$ cat config.mk
export PLATFORM = sky130hd
export DESIGN_NAME = snn_spi_top
export DESIGN_NICKNAME = d
export VERILOG_FILES = /design/src/snn_spi_pkg.sv /design/src/snn_spi_top.sv /design/src/readback_tx.sv /design/src/mem_access_port.sv /design/src/cfg_reg_bank.sv /design/src/spi_frame_rx.sv
export VERILOG_INCLUDE_DIRS = /design/src
export SDC_FILE = /design/constraint.sdc
export NUM_CORES = 1
export LEC_CHECK = 0
export BUFFER_PORTS_ARGS = -buffer_cell sky130_fd_sc_hd__buf_4
export CORE_ASPECT_RATIO = 0.75
export CORE_MARGIN = 4
export CORE_UTILIZATION = 50
export DETAILED_ROUTE_END_ITERATION = 8
export PLACE_DENSITY = 0.73
export SLEW_MARGIN = 20
export SYNTH_ARGS = -nofsm -noshare
export SYNTH_HDL_FRONTEND = slang
export SYNTH_SLANG_ARGS = --single-unit
export TNS_END_PERCENT = 20
$ cat constraint.sdc
create_clock -name SCK -period 3.58 [get_ports SCK]
set_input_delay 0.179 -clock SCK [delete_from_list [all_inputs] [get_ports SCK]]
set_output_delay 0.179 -clock SCK [all_outputs]
set_load 0.05 [all_outputs]
$ cat src/snn_spi_consts.svh
`ifndef SNN_SPI_CONSTS_SVH
`define SNN_SPI_CONSTS_SVH

// --------------------
// Serial word layout
// --------------------
`define SPI_WORD_BITS          32
`define CMD_RW_BIT             31
`define CMD_TGT_MSB            30
`define CMD_TGT_LSB            28
`define CMD_CNT_MSB            27
`define CMD_CNT_LSB            16
`define CMD_ADDR_MSB           15

// One prog strobe and one read strobe per network memory
`define NUM_MEMS               5

// --------------------
// Register map
// --------------------
// Toplevel group
`define ADDR_EN_CONF           16'd0
`define ADDR_RO_STAGE_SEL      16'd1
`define ADDR_GET_CLKINT_OUT    16'd2
`define ADDR_GET_TAR_REQ_OUT   16'd3

// Control group
`define ADDR_RST_MODE          16'd8
`define ADDR_DO_EPROP          16'd9
`define ADDR_LOCAL_TICK        16'd10
`define ADDR_ERROR_HALT        16'd11
`define ADDR_FP_LOC_WINP       16'd12
`define ADDR_FP_LOC_WREC       16'd13
`define ADDR_FP_LOC_WOUT       16'd14
`define ADDR_FP_LOC_TINP       16'd15
`define ADDR_FP_LOC_TREC       16'd16
`define ADDR_FP_LOC_TOUT       16'd17
`define ADDR_LEARN_SIG_SCALE   16'd18
`define ADDR_REGUL_MODE        16'd19
`define ADDR_REGUL_W           16'd20
`define ADDR_EN_STOCH_ROUND    16'd21
`define ADDR_SRAM_SPEEDMODE    16'd22
`define ADDR_TIMING_MODE       16'd23
`define ADDR_REGRESSION        16'd25
`define ADDR_SINGLE_LABEL      16'd26
`define ADDR_NO_OUT_ACT        16'd27
`define ADDR_SEND_PER_TIMESTEP 16'd30
`define ADDR_SEND_LABEL_ONLY   16'd31
`define ADDR_NOISE_EN          16'd32
`define ADDR_FORCE_TRACES      16'd33

// Network group
`define ADDR_CYCLES_PER_TICK   16'd64
`define ADDR_ALPHA_BASE        16'd65
`define ALPHA_WORDS            16'd4
`define ADDR_KAPPA             16'd69
`define ADDR_NUM_INP           16'd94
`define ADDR_NUM_REC           16'd95
`define ADDR_NUM_OUT           16'd96

// --------------------
// Non-zero reset values
// --------------------
`define RST_EN_CONF            1'b1
`define RST_GET_TAR_REQ_OUT    1'b1
`define RST_ERROR_HALT         1'b1
`define RST_SINGLE_LABEL       1'b1
`define RST_SEND_LABEL_ONLY    1'b1
`define RST_DO_EPROP           3'd7
`define RST_KAPPA              8'h7A
`define RST_NUM_INP            8'hFF
`define RST_NUM_REC            8'hFF
`define RST_NUM_OUT            4'hF

`endif
$ cat src/snn_spi_pkg.sv
`default_nettype none
`include "snn_spi_consts.svh"

package snn_spi_pkg;

    typedef logic [`SPI_WORD_BITS-1:0] word_t;
    typedef logic [`CMD_ADDR_MSB:0] cfg_addr_t;
    typedef logic [`CMD_CNT_MSB-`CMD_CNT_LSB:0] burst_len_t;

    // Target field of the command word
    typedef enum logic [2:0] {
        CFG   = 3'd0,
        NEUR  = 3'd1,
        ONEUR = 3'd2,
        WINP  = 3'd3,
        WREC  = 3'd4,
        WOUT  = 3'd5
    } mem_target_e;

    // One decoded word of a frame, valid for a single cycle
    typedef struct packed {
        logic        wr_valid;
        logic        rd_valid;
        mem_target_e target;
        cfg_addr_t   addr;
        word_t       data;
    } spi_event_t;

    // --------------------
    // Configuration groups
    // --------------------
    typedef struct packed {
        logic       en_conf;
        logic [8:0] ro_stage_sel;
        logic       get_clkint_out;
        logic       get_tar_req_out;
    } cfg_top_t;

    typedef struct packed {
        logic       rst_mode;
        logic [2:0] do_eprop;
        logic       local_tick;
        logic       error_halt;
        logic [2:0] fp_loc_winp;
        logic [2:0] fp_loc_wrec;
        logic [2:0] fp_loc_wout;
        logic [2:0] fp_loc_tinp;
        logic [2:0] fp_loc_trec;
        logic [2:0] fp_loc_tout;
        logic [3:0] learn_sig_scale;
        logic [2:0] regul_mode;
        logic [1:0] regul_w;
        logic       en_stoch_round;
        logic [7:0] sram_speedmode;
        logic       timing_mode;
        logic       regression;
        logic       single_label;
        logic       no_out_act;
        logic       send_per_timestep;
        logic       send_label_only;
        logic       noise_en;
        logic       force_traces;
    } cfg_ctrl_t;

    typedef struct packed {
        logic [31:0]  cycles_per_tick;
        logic [127:0] alpha_conf;
        logic [7:0]   kappa;
        logic [7:0]   num_inp_neur;
        logic [7:0]   num_rec_neur;
        logic [3:0]   num_out_neur;
    } cfg_net_t;

    // Strobes toward the network memories, bit 0 is the neuron memory
    typedef struct packed {
        logic [`NUM_MEMS-1:0] prog;
        logic [`NUM_MEMS-1:0] read;
        cfg_addr_t            addr;
        word_t                data;
    } mem_req_t;

endpackage

`default_nettype wire

$ cat src/snn_spi_top.sv
`default_nettype none

module snn_spi_top (
    input  wire logic                SCK,
    input  wire logic                RST_async,
    input  wire logic                MOSI,
    output wire logic                MISO,
    output snn_spi_pkg::cfg_top_t    cfg_top,
    output snn_spi_pkg::cfg_ctrl_t   cfg_ctrl,
    output snn_spi_pkg::cfg_net_t    cfg_net,
    output snn_spi_pkg::mem_req_t    mem_req,
    input  wire snn_spi_pkg::word_t  mem_rdata
);

    snn_spi_pkg::spi_event_t evt;
    logic                    read_any;

    // --------------------
    // Frame decode
    // --------------------
    spi_frame_rx u_frame_rx (
        .SCK       (SCK),
        .RST_async (RST_async),
        .mosi      (MOSI),
        .evt       (evt)
    );

    // --------------------
    // Event consumers
    // --------------------
    cfg_reg_bank u_cfg_reg_bank (
        .SCK       (SCK),
        .RST_async (RST_async),
        .evt       (evt),
        .cfg_top   (cfg_top),
        .cfg_ctrl  (cfg_ctrl),
        .cfg_net   (cfg_net)
    );

    mem_access_port u_mem_access_port (
        .SCK       (SCK),
        .RST_async (RST_async),
        .evt       (evt),
        .mem_req   (mem_req)
    );

    // Any memory read loads the output shifter
    assign read_any = |mem_req.read;

    readback_tx u_readback_tx (
        .SCK       (SCK),
        .RST_async (RST_async),
        .read_any  (read_any),
        .mem_rdata (mem_rdata),
        .miso      (MISO)
    );

endmodule

`default_nettype wire

$ cat src/readback_tx.sv
`default_nettype none
`include "snn_spi_consts.svh"

module readback_tx (
    input  wire logic                SCK,
    input  wire logic                RST_async,
    input  wire logic                read_any,
    input  wire snn_spi_pkg::word_t  mem_rdata,
    output wire logic                miso
);

    snn_spi_pkg::word_t shreg;

    // Memory answers during the strobe cycle, captured at its closing edge
    always_ff @(posedge SCK) begin
        if (RST_async) begin
            shreg <= '0;
        end else if (read_any) begin
            shreg <= mem_rdata;
        end else begin
            shreg <= {shreg[`SPI_WORD_BITS-2:0], 1'b0};
        end
    end

    // MSB first
    assign miso = shreg[`SPI_WORD_BITS-1];

endmodule

`default_nettype wire

$ cat src/mem_access_port.sv
`default_nettype none
`include "snn_spi_consts.svh"

module mem_access_port (
    input  wire logic                     SCK,
    input  wire logic                     RST_async,
    input  wire snn_spi_pkg::spi_event_t  evt,
    output snn_spi_pkg::mem_req_t         mem_req
);

    logic [`NUM_MEMS-1:0] sel;
    logic                 mem_hit;

    // One-hot memory select, configuration target maps to nothing
    always_comb begin
        case (evt.target)
            snn_spi_pkg::NEUR:  sel = 5'b00001;
            snn_spi_pkg::ONEUR: sel = 5'b00010;
            snn_spi_pkg::WINP:  sel = 5'b00100;
            snn_spi_pkg::WREC:  sel = 5'b01000;
            snn_spi_pkg::WOUT:  sel = 5'b10000;
            default:            sel = '0;
        endcase
    end

    assign mem_hit = |sel;

    // --------------------
    // Strobes and payload
    // --------------------
    always_ff @(posedge SCK) begin
        if (RST_async) begin
            mem_req <= '0;
        end else begin
            // Strobes last a single cycle
            mem_req.prog <= '0;
            mem_req.read <= '0;
            if (evt.wr_valid && mem_hit) begin
                mem_req.prog <= sel;
                mem_req.addr <= evt.addr;
                mem_req.data <= evt.data;
            end
            // Reads keep the last written data on the bus
            if (evt.rd_valid && mem_hit) begin
                mem_req.read <= sel;
                mem_req.addr <= evt.addr;
            end
        end
    end

endmodule

`default_nettype wire

$ cat src/cfg_reg_bank.sv
`default_nettype none
`include "snn_spi_consts.svh"

module cfg_reg_bank (
    input  wire logic                     SCK,
    input  wire logic                     RST_async,
    input  wire snn_spi_pkg::spi_event_t  evt,
    output snn_spi_pkg::cfg_top_t         cfg_top,
    output snn_spi_pkg::cfg_ctrl_t        cfg_ctrl,
    output snn_spi_pkg::cfg_net_t         cfg_net
);

    logic                   wr_cfg;
    snn_spi_pkg::cfg_addr_t alpha_off;
    logic                   alpha_hit;

    assign wr_cfg = evt.wr_valid && (evt.target == snn_spi_pkg::CFG);

    // Alpha spans four consecutive addresses, wraps below the base
    assign alpha_off = evt.addr - `ADDR_ALPHA_BASE;
    assign alpha_hit = (alpha_off < `ALPHA_WORDS);

    // --------------------
    // Toplevel group
    // --------------------
    always_ff @(posedge SCK) begin
        if (RST_async) begin
            cfg_top                 <= '0;
            cfg_top.en_conf         <= `RST_EN_CONF;
            cfg_top.get_tar_req_out <= `RST_GET_TAR_REQ_OUT;
        end else if (wr_cfg) begin
            case (evt.addr)
                `ADDR_EN_CONF:         cfg_top.en_conf         <= evt.data[0];
                `ADDR_RO_STAGE_SEL:    cfg_top.ro_stage_sel    <= evt.data[8:0];
                `ADDR_GET_CLKINT_OUT:  cfg_top.get_clkint_out  <= evt.data[0];
                `ADDR_GET_TAR_REQ_OUT: cfg_top.get_tar_req_out <= evt.data[0];
                default: ;
            endcase
        end
    end

    // --------------------
    // Control group
    // --------------------
    always_ff @(posedge SCK) begin
        if (RST_async) begin
            cfg_ctrl                 <= '0;
            cfg_ctrl.do_eprop        <= `RST_DO_EPROP;
            cfg_ctrl.error_halt      <= `RST_ERROR_HALT;
            cfg_ctrl.single_label    <= `RST_SINGLE_LABEL;
            cfg_ctrl.send_label_only <= `RST_SEND_LABEL_ONLY;
        end else if (wr_cfg) begin
            case (evt.addr)
                `ADDR_RST_MODE:          cfg_ctrl.rst_mode          <= evt.data[0];
                `ADDR_DO_EPROP:          cfg_ctrl.do_eprop          <= evt.data[2:0];
                `ADDR_LOCAL_TICK:        cfg_ctrl.local_tick        <= evt.data[0];
                `ADDR_ERROR_HALT:        cfg_ctrl.error_halt        <= evt.data[0];
                `ADDR_FP_LOC_WINP:       cfg_ctrl.fp_loc_winp       <= evt.data[2:0];
                `ADDR_FP_LOC_WREC:       cfg_ctrl.fp_loc_wrec       <= evt.data[2:0];
                `ADDR_FP_LOC_WOUT:       cfg_ctrl.fp_loc_wout       <= evt.data[2:0];
                `ADDR_FP_LOC_TINP:       cfg_ctrl.fp_loc_tinp       <= evt.data[2:0];
                `ADDR_FP_LOC_TREC:       cfg_ctrl.fp_loc_trec       <= evt.data[2:0];
                `ADDR_FP_LOC_TOUT:       cfg_ctrl.fp_loc_tout       <= evt.data[2:0];
                `ADDR_LEARN_SIG_SCALE:   cfg_ctrl.learn_sig_scale   <= evt.data[3:0];
                `ADDR_REGUL_MODE:        cfg_ctrl.regul_mode        <= evt.data[2:0];
                `ADDR_REGUL_W:           cfg_ctrl.regul_w           <= evt.data[1:0];
                `ADDR_EN_STOCH_ROUND:    cfg_ctrl.en_stoch_round    <= evt.data[0];
                `ADDR_SRAM_SPEEDMODE:    cfg_ctrl.sram_speedmode    <= evt.data[7:0];
                `ADDR_TIMING_MODE:       cfg_ctrl.timing_mode       <= evt.data[0];
                `ADDR_REGRESSION:        cfg_ctrl.regression        <= evt.data[0];
                `ADDR_SINGLE_LABEL:      cfg_ctrl.single_label      <= evt.data[0];
                `ADDR_NO_OUT_ACT:        cfg_ctrl.no_out_act        <= evt.data[0];
                `ADDR_SEND_PER_TIMESTEP: cfg_ctrl.send_per_timestep <= evt.data[0];
                `ADDR_SEND_LABEL_ONLY:   cfg_ctrl.send_label_only   <= evt.data[0];
                `ADDR_NOISE_EN:          cfg_ctrl.noise_en          <= evt.data[0];
                `ADDR_FORCE_TRACES:      cfg_ctrl.force_traces      <= evt.data[0];
                default: ;
            endcase
        end
    end

    // --------------------
    // Network group
    // --------------------
    always_ff @(posedge SCK) begin
        if (RST_async) begin
            cfg_net              <= '0;
            cfg_net.kappa        <= `RST_KAPPA;
            cfg_net.num_inp_neur <= `RST_NUM_INP;
            cfg_net.num_rec_neur <= `RST_NUM_REC;
            cfg_net.num_out_neur <= `RST_NUM_OUT;
        end else if (wr_cfg) begin
            case (evt.addr)
                `ADDR_CYCLES_PER_TICK: cfg_net.cycles_per_tick <= evt.data;
                `ADDR_KAPPA:           cfg_net.kappa           <= evt.data[7:0];
                `ADDR_NUM_INP:         cfg_net.num_inp_neur    <= evt.data[7:0];
                `ADDR_NUM_REC:         cfg_net.num_rec_neur    <= evt.data[7:0];
                `ADDR_NUM_OUT:         cfg_net.num_out_neur    <= evt.data[3:0];
                default: begin
                    // Word i of alpha sits at bits 32*i+31 down to 32*i
                    if (alpha_hit) begin
                        cfg_net.alpha_conf[{alpha_off[1:0], 5'b0} +: 32] <= evt.data;
                    end
                end
            endcase
        end
    end

endmodule

`default_nettype wire

$ cat src/spi_frame_rx.sv
`default_nettype none
`include "snn_spi_consts.svh"

module spi_frame_rx (
    input  wire logic               SCK,
    input  wire logic               RST_async,
    input  wire logic               mosi,
    output snn_spi_pkg::spi_event_t evt
);

    snn_spi_pkg::word_t       shreg;
    snn_spi_pkg::word_t       word_in;
    snn_spi_pkg::word_t       cmd;
    logic [4:0]               bit_cnt;
    snn_spi_pkg::burst_len_t  word_cnt;
    logic                     last_bit;
    logic                     in_cmd;
    snn_spi_pkg::burst_len_t  new_len;
    snn_spi_pkg::burst_len_t  cmd_len;
    snn_spi_pkg::mem_target_e new_tgt;
    snn_spi_pkg::mem_target_e cmd_tgt;
    snn_spi_pkg::cfg_addr_t   cmd_addr;
    snn_spi_pkg::cfg_addr_t   data_addr;

    // --------------------
    // Input shifter
    // --------------------

    // Full word as seen at the edge that samples its last bit
    assign word_in  = {shreg[`SPI_WORD_BITS-2:0], mosi};
    assign last_bit = (bit_cnt == 5'd31);

    always_ff @(posedge SCK) begin
        if (RST_async) begin
            shreg   <= '0;
            bit_cnt <= '0;
        end else begin
            shreg   <= word_in;
            bit_cnt <= bit_cnt + 5'd1;
        end
    end

    // --------------------
    // Frame tracking
    // --------------------

    // Word 0 of a frame is the command
    assign in_cmd  = (word_cnt == '0);
    assign new_len = word_in[`CMD_CNT_MSB:`CMD_CNT_LSB];
    assign new_tgt = snn_spi_pkg::mem_target_e'(word_in[`CMD_TGT_MSB:`CMD_TGT_LSB]);

    assign cmd_len  = cmd[`CMD_CNT_MSB:`CMD_CNT_LSB];
    assign cmd_tgt  = snn_spi_pkg::mem_target_e'(cmd[`CMD_TGT_MSB:`CMD_TGT_LSB]);
    assign cmd_addr = cmd[`CMD_ADDR_MSB:0];

    // Address of data word k is start + k - 1
    assign data_addr = cmd_addr + snn_spi_pkg::cfg_addr_t'(word_cnt) - 16'd1;

    always_ff @(posedge SCK) begin
        if (RST_async) begin
            cmd      <= '0;
            word_cnt <= '0;
        end else if (last_bit) begin
            if (in_cmd) begin
                cmd <= word_in;
                // Command-only frame leaves the counter on word 0
                if (new_len != '0) begin
                    word_cnt <= 12'd1;
                end
            end else if (word_cnt == cmd_len) begin
                word_cnt <= '0;
            end else begin
                word_cnt <= word_cnt + 12'd1;
            end
        end
    end

    // --------------------
    // Event generation
    // --------------------
    always_ff @(posedge SCK) begin
        if (RST_async) begin
            evt <= '0;
        end else begin
            evt.wr_valid <= 1'b0;
            evt.rd_valid <= 1'b0;
            if (last_bit && in_cmd) begin
                // Read bursts fetch the first word right after the command
                if (word_in[`CMD_RW_BIT] && (new_len != '0)) begin
                    evt.rd_valid <= 1'b1;
                    evt.target   <= new_tgt;
                    evt.addr     <= word_in[`CMD_ADDR_MSB:0];
                end
            end else if (last_bit) begin
                evt.target <= cmd_tgt;
                if (!cmd[`CMD_RW_BIT]) begin
                    evt.wr_valid <= 1'b1;
                    evt.addr     <= data_addr;
                    evt.data     <= word_in;
                end else if (word_cnt < cmd_len) begin
                    // Prefetch the word shifted out during the next data word
                    evt.rd_valid <= 1'b1;
                    evt.addr     <= data_addr + 16'd1;
                end
            end
        end
    end

endmodule

`default_nettype wire

==> summary.md <==
| Metric | Value |
|---|---|
| Kind of start point of the critical path | `register` |
| Count of vias placed by the detailed router | `17499` |
| Die area | `0.0409 mm^2` |
| Largest net degree at the start of global routing | `141` |
| Overall routing resource usage | `0.277` |
| Total routed wire length on the met1 layer | `24500 um` |
| Die Ht | `176 um` |
| Initial Utilization | `0.507` |
| Core Area | `0.0372 mm^2` |
| Post-CTS Setup Inserts | `0` |
| Final core occ | `0.631` |
| Count of pins over their slew limit | `0` |
| Share of cell area taken by muxes after synthesis | `0.0228` |
| Final number of setup-violating endpoints | `0` |
| Final wirelength | `59500 um` |
| H-Tree Level Count | `2` |
| Compound-cell area share of the yosys netlist | `0.142` |
| Fin Clk Skew | `0.0109 ns` |
| Total nets after synthesis | `2376` |
| RSZ-0062 raised after global routing | `yes` |
| Final hold violations | `0` |
| End of the worst hold path | `u_frame_rx.bit_cnt[0]` |
| Via density per instance | `5.63` |
| Slew at the pin with the worst max-slew slack | `1.07 ns` |
| Cell Count Post-Placement | `3002` |
| Fill cell total of the finished layout | `3175` |
| XOR/XNOR Fraction of Synth Area | `0.0149` |
| Count of max-cap constraint violations | `0` |
| Dominant cell by count in the synthesized netlist | `nand2_1` |
| Count of input and output buffers | `343` |
| Gate Count Post-Synth | `2290` |
| WL met2 | `27500 um` |
| Number of DRC violations after detailed-routing iteration 0 | `1650` |
| Fraction of post-synthesis cell area in the top cell type by area | `0.502` |
| Max layer used | `met4` |
| Clock tree from TritonCTS | `done` |
| CTS root buffer | `clkbuf_16` |
| CTS Buf Count | `45` |
| Antenna diode count | `0` |
| Initial DRT Pass Iterations | `8` |
| GRT Residual Overflow | `0` |
| Global-route wire length before repair | `91900 um` |
| Cell Pwr Density | `426 mW/mm^2` |
| Post-DRT Antenna Nets | `0` |
| Launch instance of the worst register-to-register path | `u_frame_rx.word_cnt[1]` |
| Area of the mapped netlist | `0.0189 mm^2` |
| Time the worst path needs with I/O delays and setup | `3.41 ns` |
| Final cell count without fillers | `3110` |
| Avg Synthesized Cell Area | `8.24 um^2` |
| CTS clk-pin slew, worst paths | `0.06 ns` |
| Largest area contributor in the netlist | `dfxtp_1` |
| Most numerous cell types in the synthesized netlist | `nand2_1, dfxtp_1, a21oi_1` |
| Hold path depth | `2` |
| Ports placed on the boundary | `344` |
| Synthesis-stage register bit count | `473` |
| Most used flip-flop cell after synthesis | `dfxtp_1` |
| Placer congestion estimate | `0.872` |
| Clock network latency to the later pin of the worst-skew pair | `0.55 ns` |
| Cell Rows | `61` |
| Largest fanout on the critical path | `4` |
| Horizontal extent of the die | `232 um` |
| Sort of element at the end of the critical path | `register` |
| Logic depth of the worst register-to-register path | `14` |
| Top cells by area, synth | `dfxtp_1, nand2_1, a21oi_1, nand3_1, ha_1` |
| Arrival time of data at the critical path endpoint | `3.89 ns` |
| Relative max-transition margin | `0.287` |
| Wire length on met3 | `5570 um` |
| YS warnings | `0` |
| Reg-to-reg endpoint | `u_frame_rx.evt[47]` |
| Achievable clock frequency | `0.293 GHz` |
| Share of flip-flops with an asynchronous set or reset after synthesis | `0` |
| Startpoint of the most critical hold path | `RST_async` |
| Hold/Removal Path Class | `in2reg` |
| HPWL Detailed | `39600 um` |
| Proportion of synthesized chip area in sequential cells | `0.502` |
| Count of flip-flops with a built-in enable after synthesis | `0` |
| CTS sink cnt | `473` |
| Area overhead of the layout relative to synthesis | `24.4%` |
| Peak supply drop | `342 uV` |
| Synth Area in Simple Gates | `0.232` |
| Worst slack after detailed placement | `0.0815 ns` |
| Tcrit/Tclk final | `0.954` |
| Antenna violations before repair | `0` |
| Number of nets in the finished design | `2664` |
| Status | `complete, no violations` |
| Worst path required time | `4.05 ns` |
| Vias in the first global route | `16687` |
| Min setup slack post-route | `0.166 ns` |
| Worst-case clock buffer depth | `3` |
| Total DRC errors in the routed layout | `0` |
| R2R Setup Slk | `0.17 ns` |
| Largest family of logic cells by synthesized area | `simple AND/OR/NAND/NOR gates` |
| Leak Pwr | `9.11 nW` |
| Share of final-layout standard cells stronger than drive strength 1 | `0.182` |
| Average wire per cell in the routed design | `19.1 um` |
| Class of the most critical setup path | `reg2reg` |
| Number of different library cells in the post-synthesis netlist | `65` |
| Synth Area in Adders | `0.0342` |
==> critical path: stages (launching register included) <==
cell and delay, ns:
dfxtp_1 0.39, inv_1 0.11, ha_1 0.29, inv_1 0.04, ha_1 0.23, fa_1 0.42
a21o_1 0.20, nand4_1 0.14, a21oi_2 0.12, o221a_2 0.28, a311oi_1 0.37, or3_4 0.22
nor4_4 0.05, or4_1 0.40, o211ai_1 0.09
==> repair_timing <==
| action | in CTS | in global routing |
|---|---|---|
| hold endpoints to repair | 35 | 0 |
| setup endpoints to repair | 0 | 5 |
| gates resized for setup | 0 | 11 |
| hold buffers | 33 | 0 |
==> sequential cells by signal, indices dropped and copies added, names as in the netlist, 12 cells and up <==
register                   cells
u_frame_rx.shreg              31
u_frame_rx.word_cnt           12
u_frame_rx.cmd                32
u_frame_rx.evt                53
u_cfg_reg_bank.cfg_net       188
u_mem_access_port.mem_req     58
u_cfg_reg_bank.cfg_ctrl       50
u_cfg_reg_bank.cfg_top        12
u_readback_tx.shreg           32
==> routing by layer <==
metal | vias to the layer above | track usage
met5 | - | 0
met4 | 0 | 0.0869
met3 | 138 | 0.0639
met2 | 723 | 0.449
met1 | 8384 | 0.370
li1 | 8254 | -
==> worst max path at each step <==
stage                                 from                  to
floorplan           u_frame_rx.word_cnt[1]  u_frame_rx.evt[46]
global placement    u_frame_rx.word_cnt[2]  u_frame_rx.evt[47]
detailed placement  u_frame_rx.word_cnt[2]  u_frame_rx.evt[47]
CTS                 u_frame_rx.word_cnt[2]  u_frame_rx.evt[47]
global route        u_frame_rx.word_cnt[2]  u_frame_rx.evt[45]
finish              u_frame_rx.word_cnt[1]  u_frame_rx.evt[47]
==> cell usage in the layout (no fill, tap or decap), drive strengths merged, types with 10 or more instances in the layout <==
cell type    netlist  routed
nor3              22      22
a211o             31      31
a211oi            20      20
inv               71      73
ha                50      50
nor2b             49      49
dfxtp            473     473
and3              30      30
dlygate4sd3        0      33
nand4             10      10
o21ai             14      14
a22oi             12      12
nand2            546     546
nand3            169     169
a21oi            344     344
mux2i             43      43
clkbuf           146      66
buf               28     382
a21o              11      11
and2              10      10
nor2             100     100
xnor2             23      23
==> final cells by class <==
class                   count  area (um^2)  area share
repair buffers            415         3230       0.138
inverters                  71          267      0.0114
well taps                 504          631      0.0269
clock buffers              66         1330      0.0566
flip-flops and latches    473         9470       0.404
clock inverters             9         55.1     0.00235
multi-input cells        1572         8480       0.361
==> report_power, final <==
part / switching (mW) / internal (mW) / total [mW] / leakage, nW
logic: 0.0983 / 0.0602 / 0.159 / 4.62
registers: 0.00379 / 5.27 / 5.27 / 3.81
clock network: 2.00 / 2.56 / 4.56 / 0.682
total: 2.10 / 7.89 / 9.99 / 9.11
==> logic make-up after synthesis <==
| group | after synthesis |
|---|---|
| buffers and inverters | 245 |
| XOR/XNOR | 32 |
| flip-flops | 473 |
| AND/OR/NAND/NOR | 980 |
| adder cells (fa/ha/maj) | 51 |
| AO/OA/AOI/OAI | 466 |
| multiplexers | 43 |
==> stage by stage <==
step	cell area (um^2)	power, mW	hold slack (ns)	setup TNS, ns
floorplan	18900	5.46	0.307	0
global placement	21700	5.51	0.422	0
detailed placement	21700	5.51	0.429	0
CTS	23400	10.0	0.154	0
global route	23500	10.3	0.165	-0.00407
finish	23500	9.99	0.0950	0
Power figures use the tool's default switching activity.
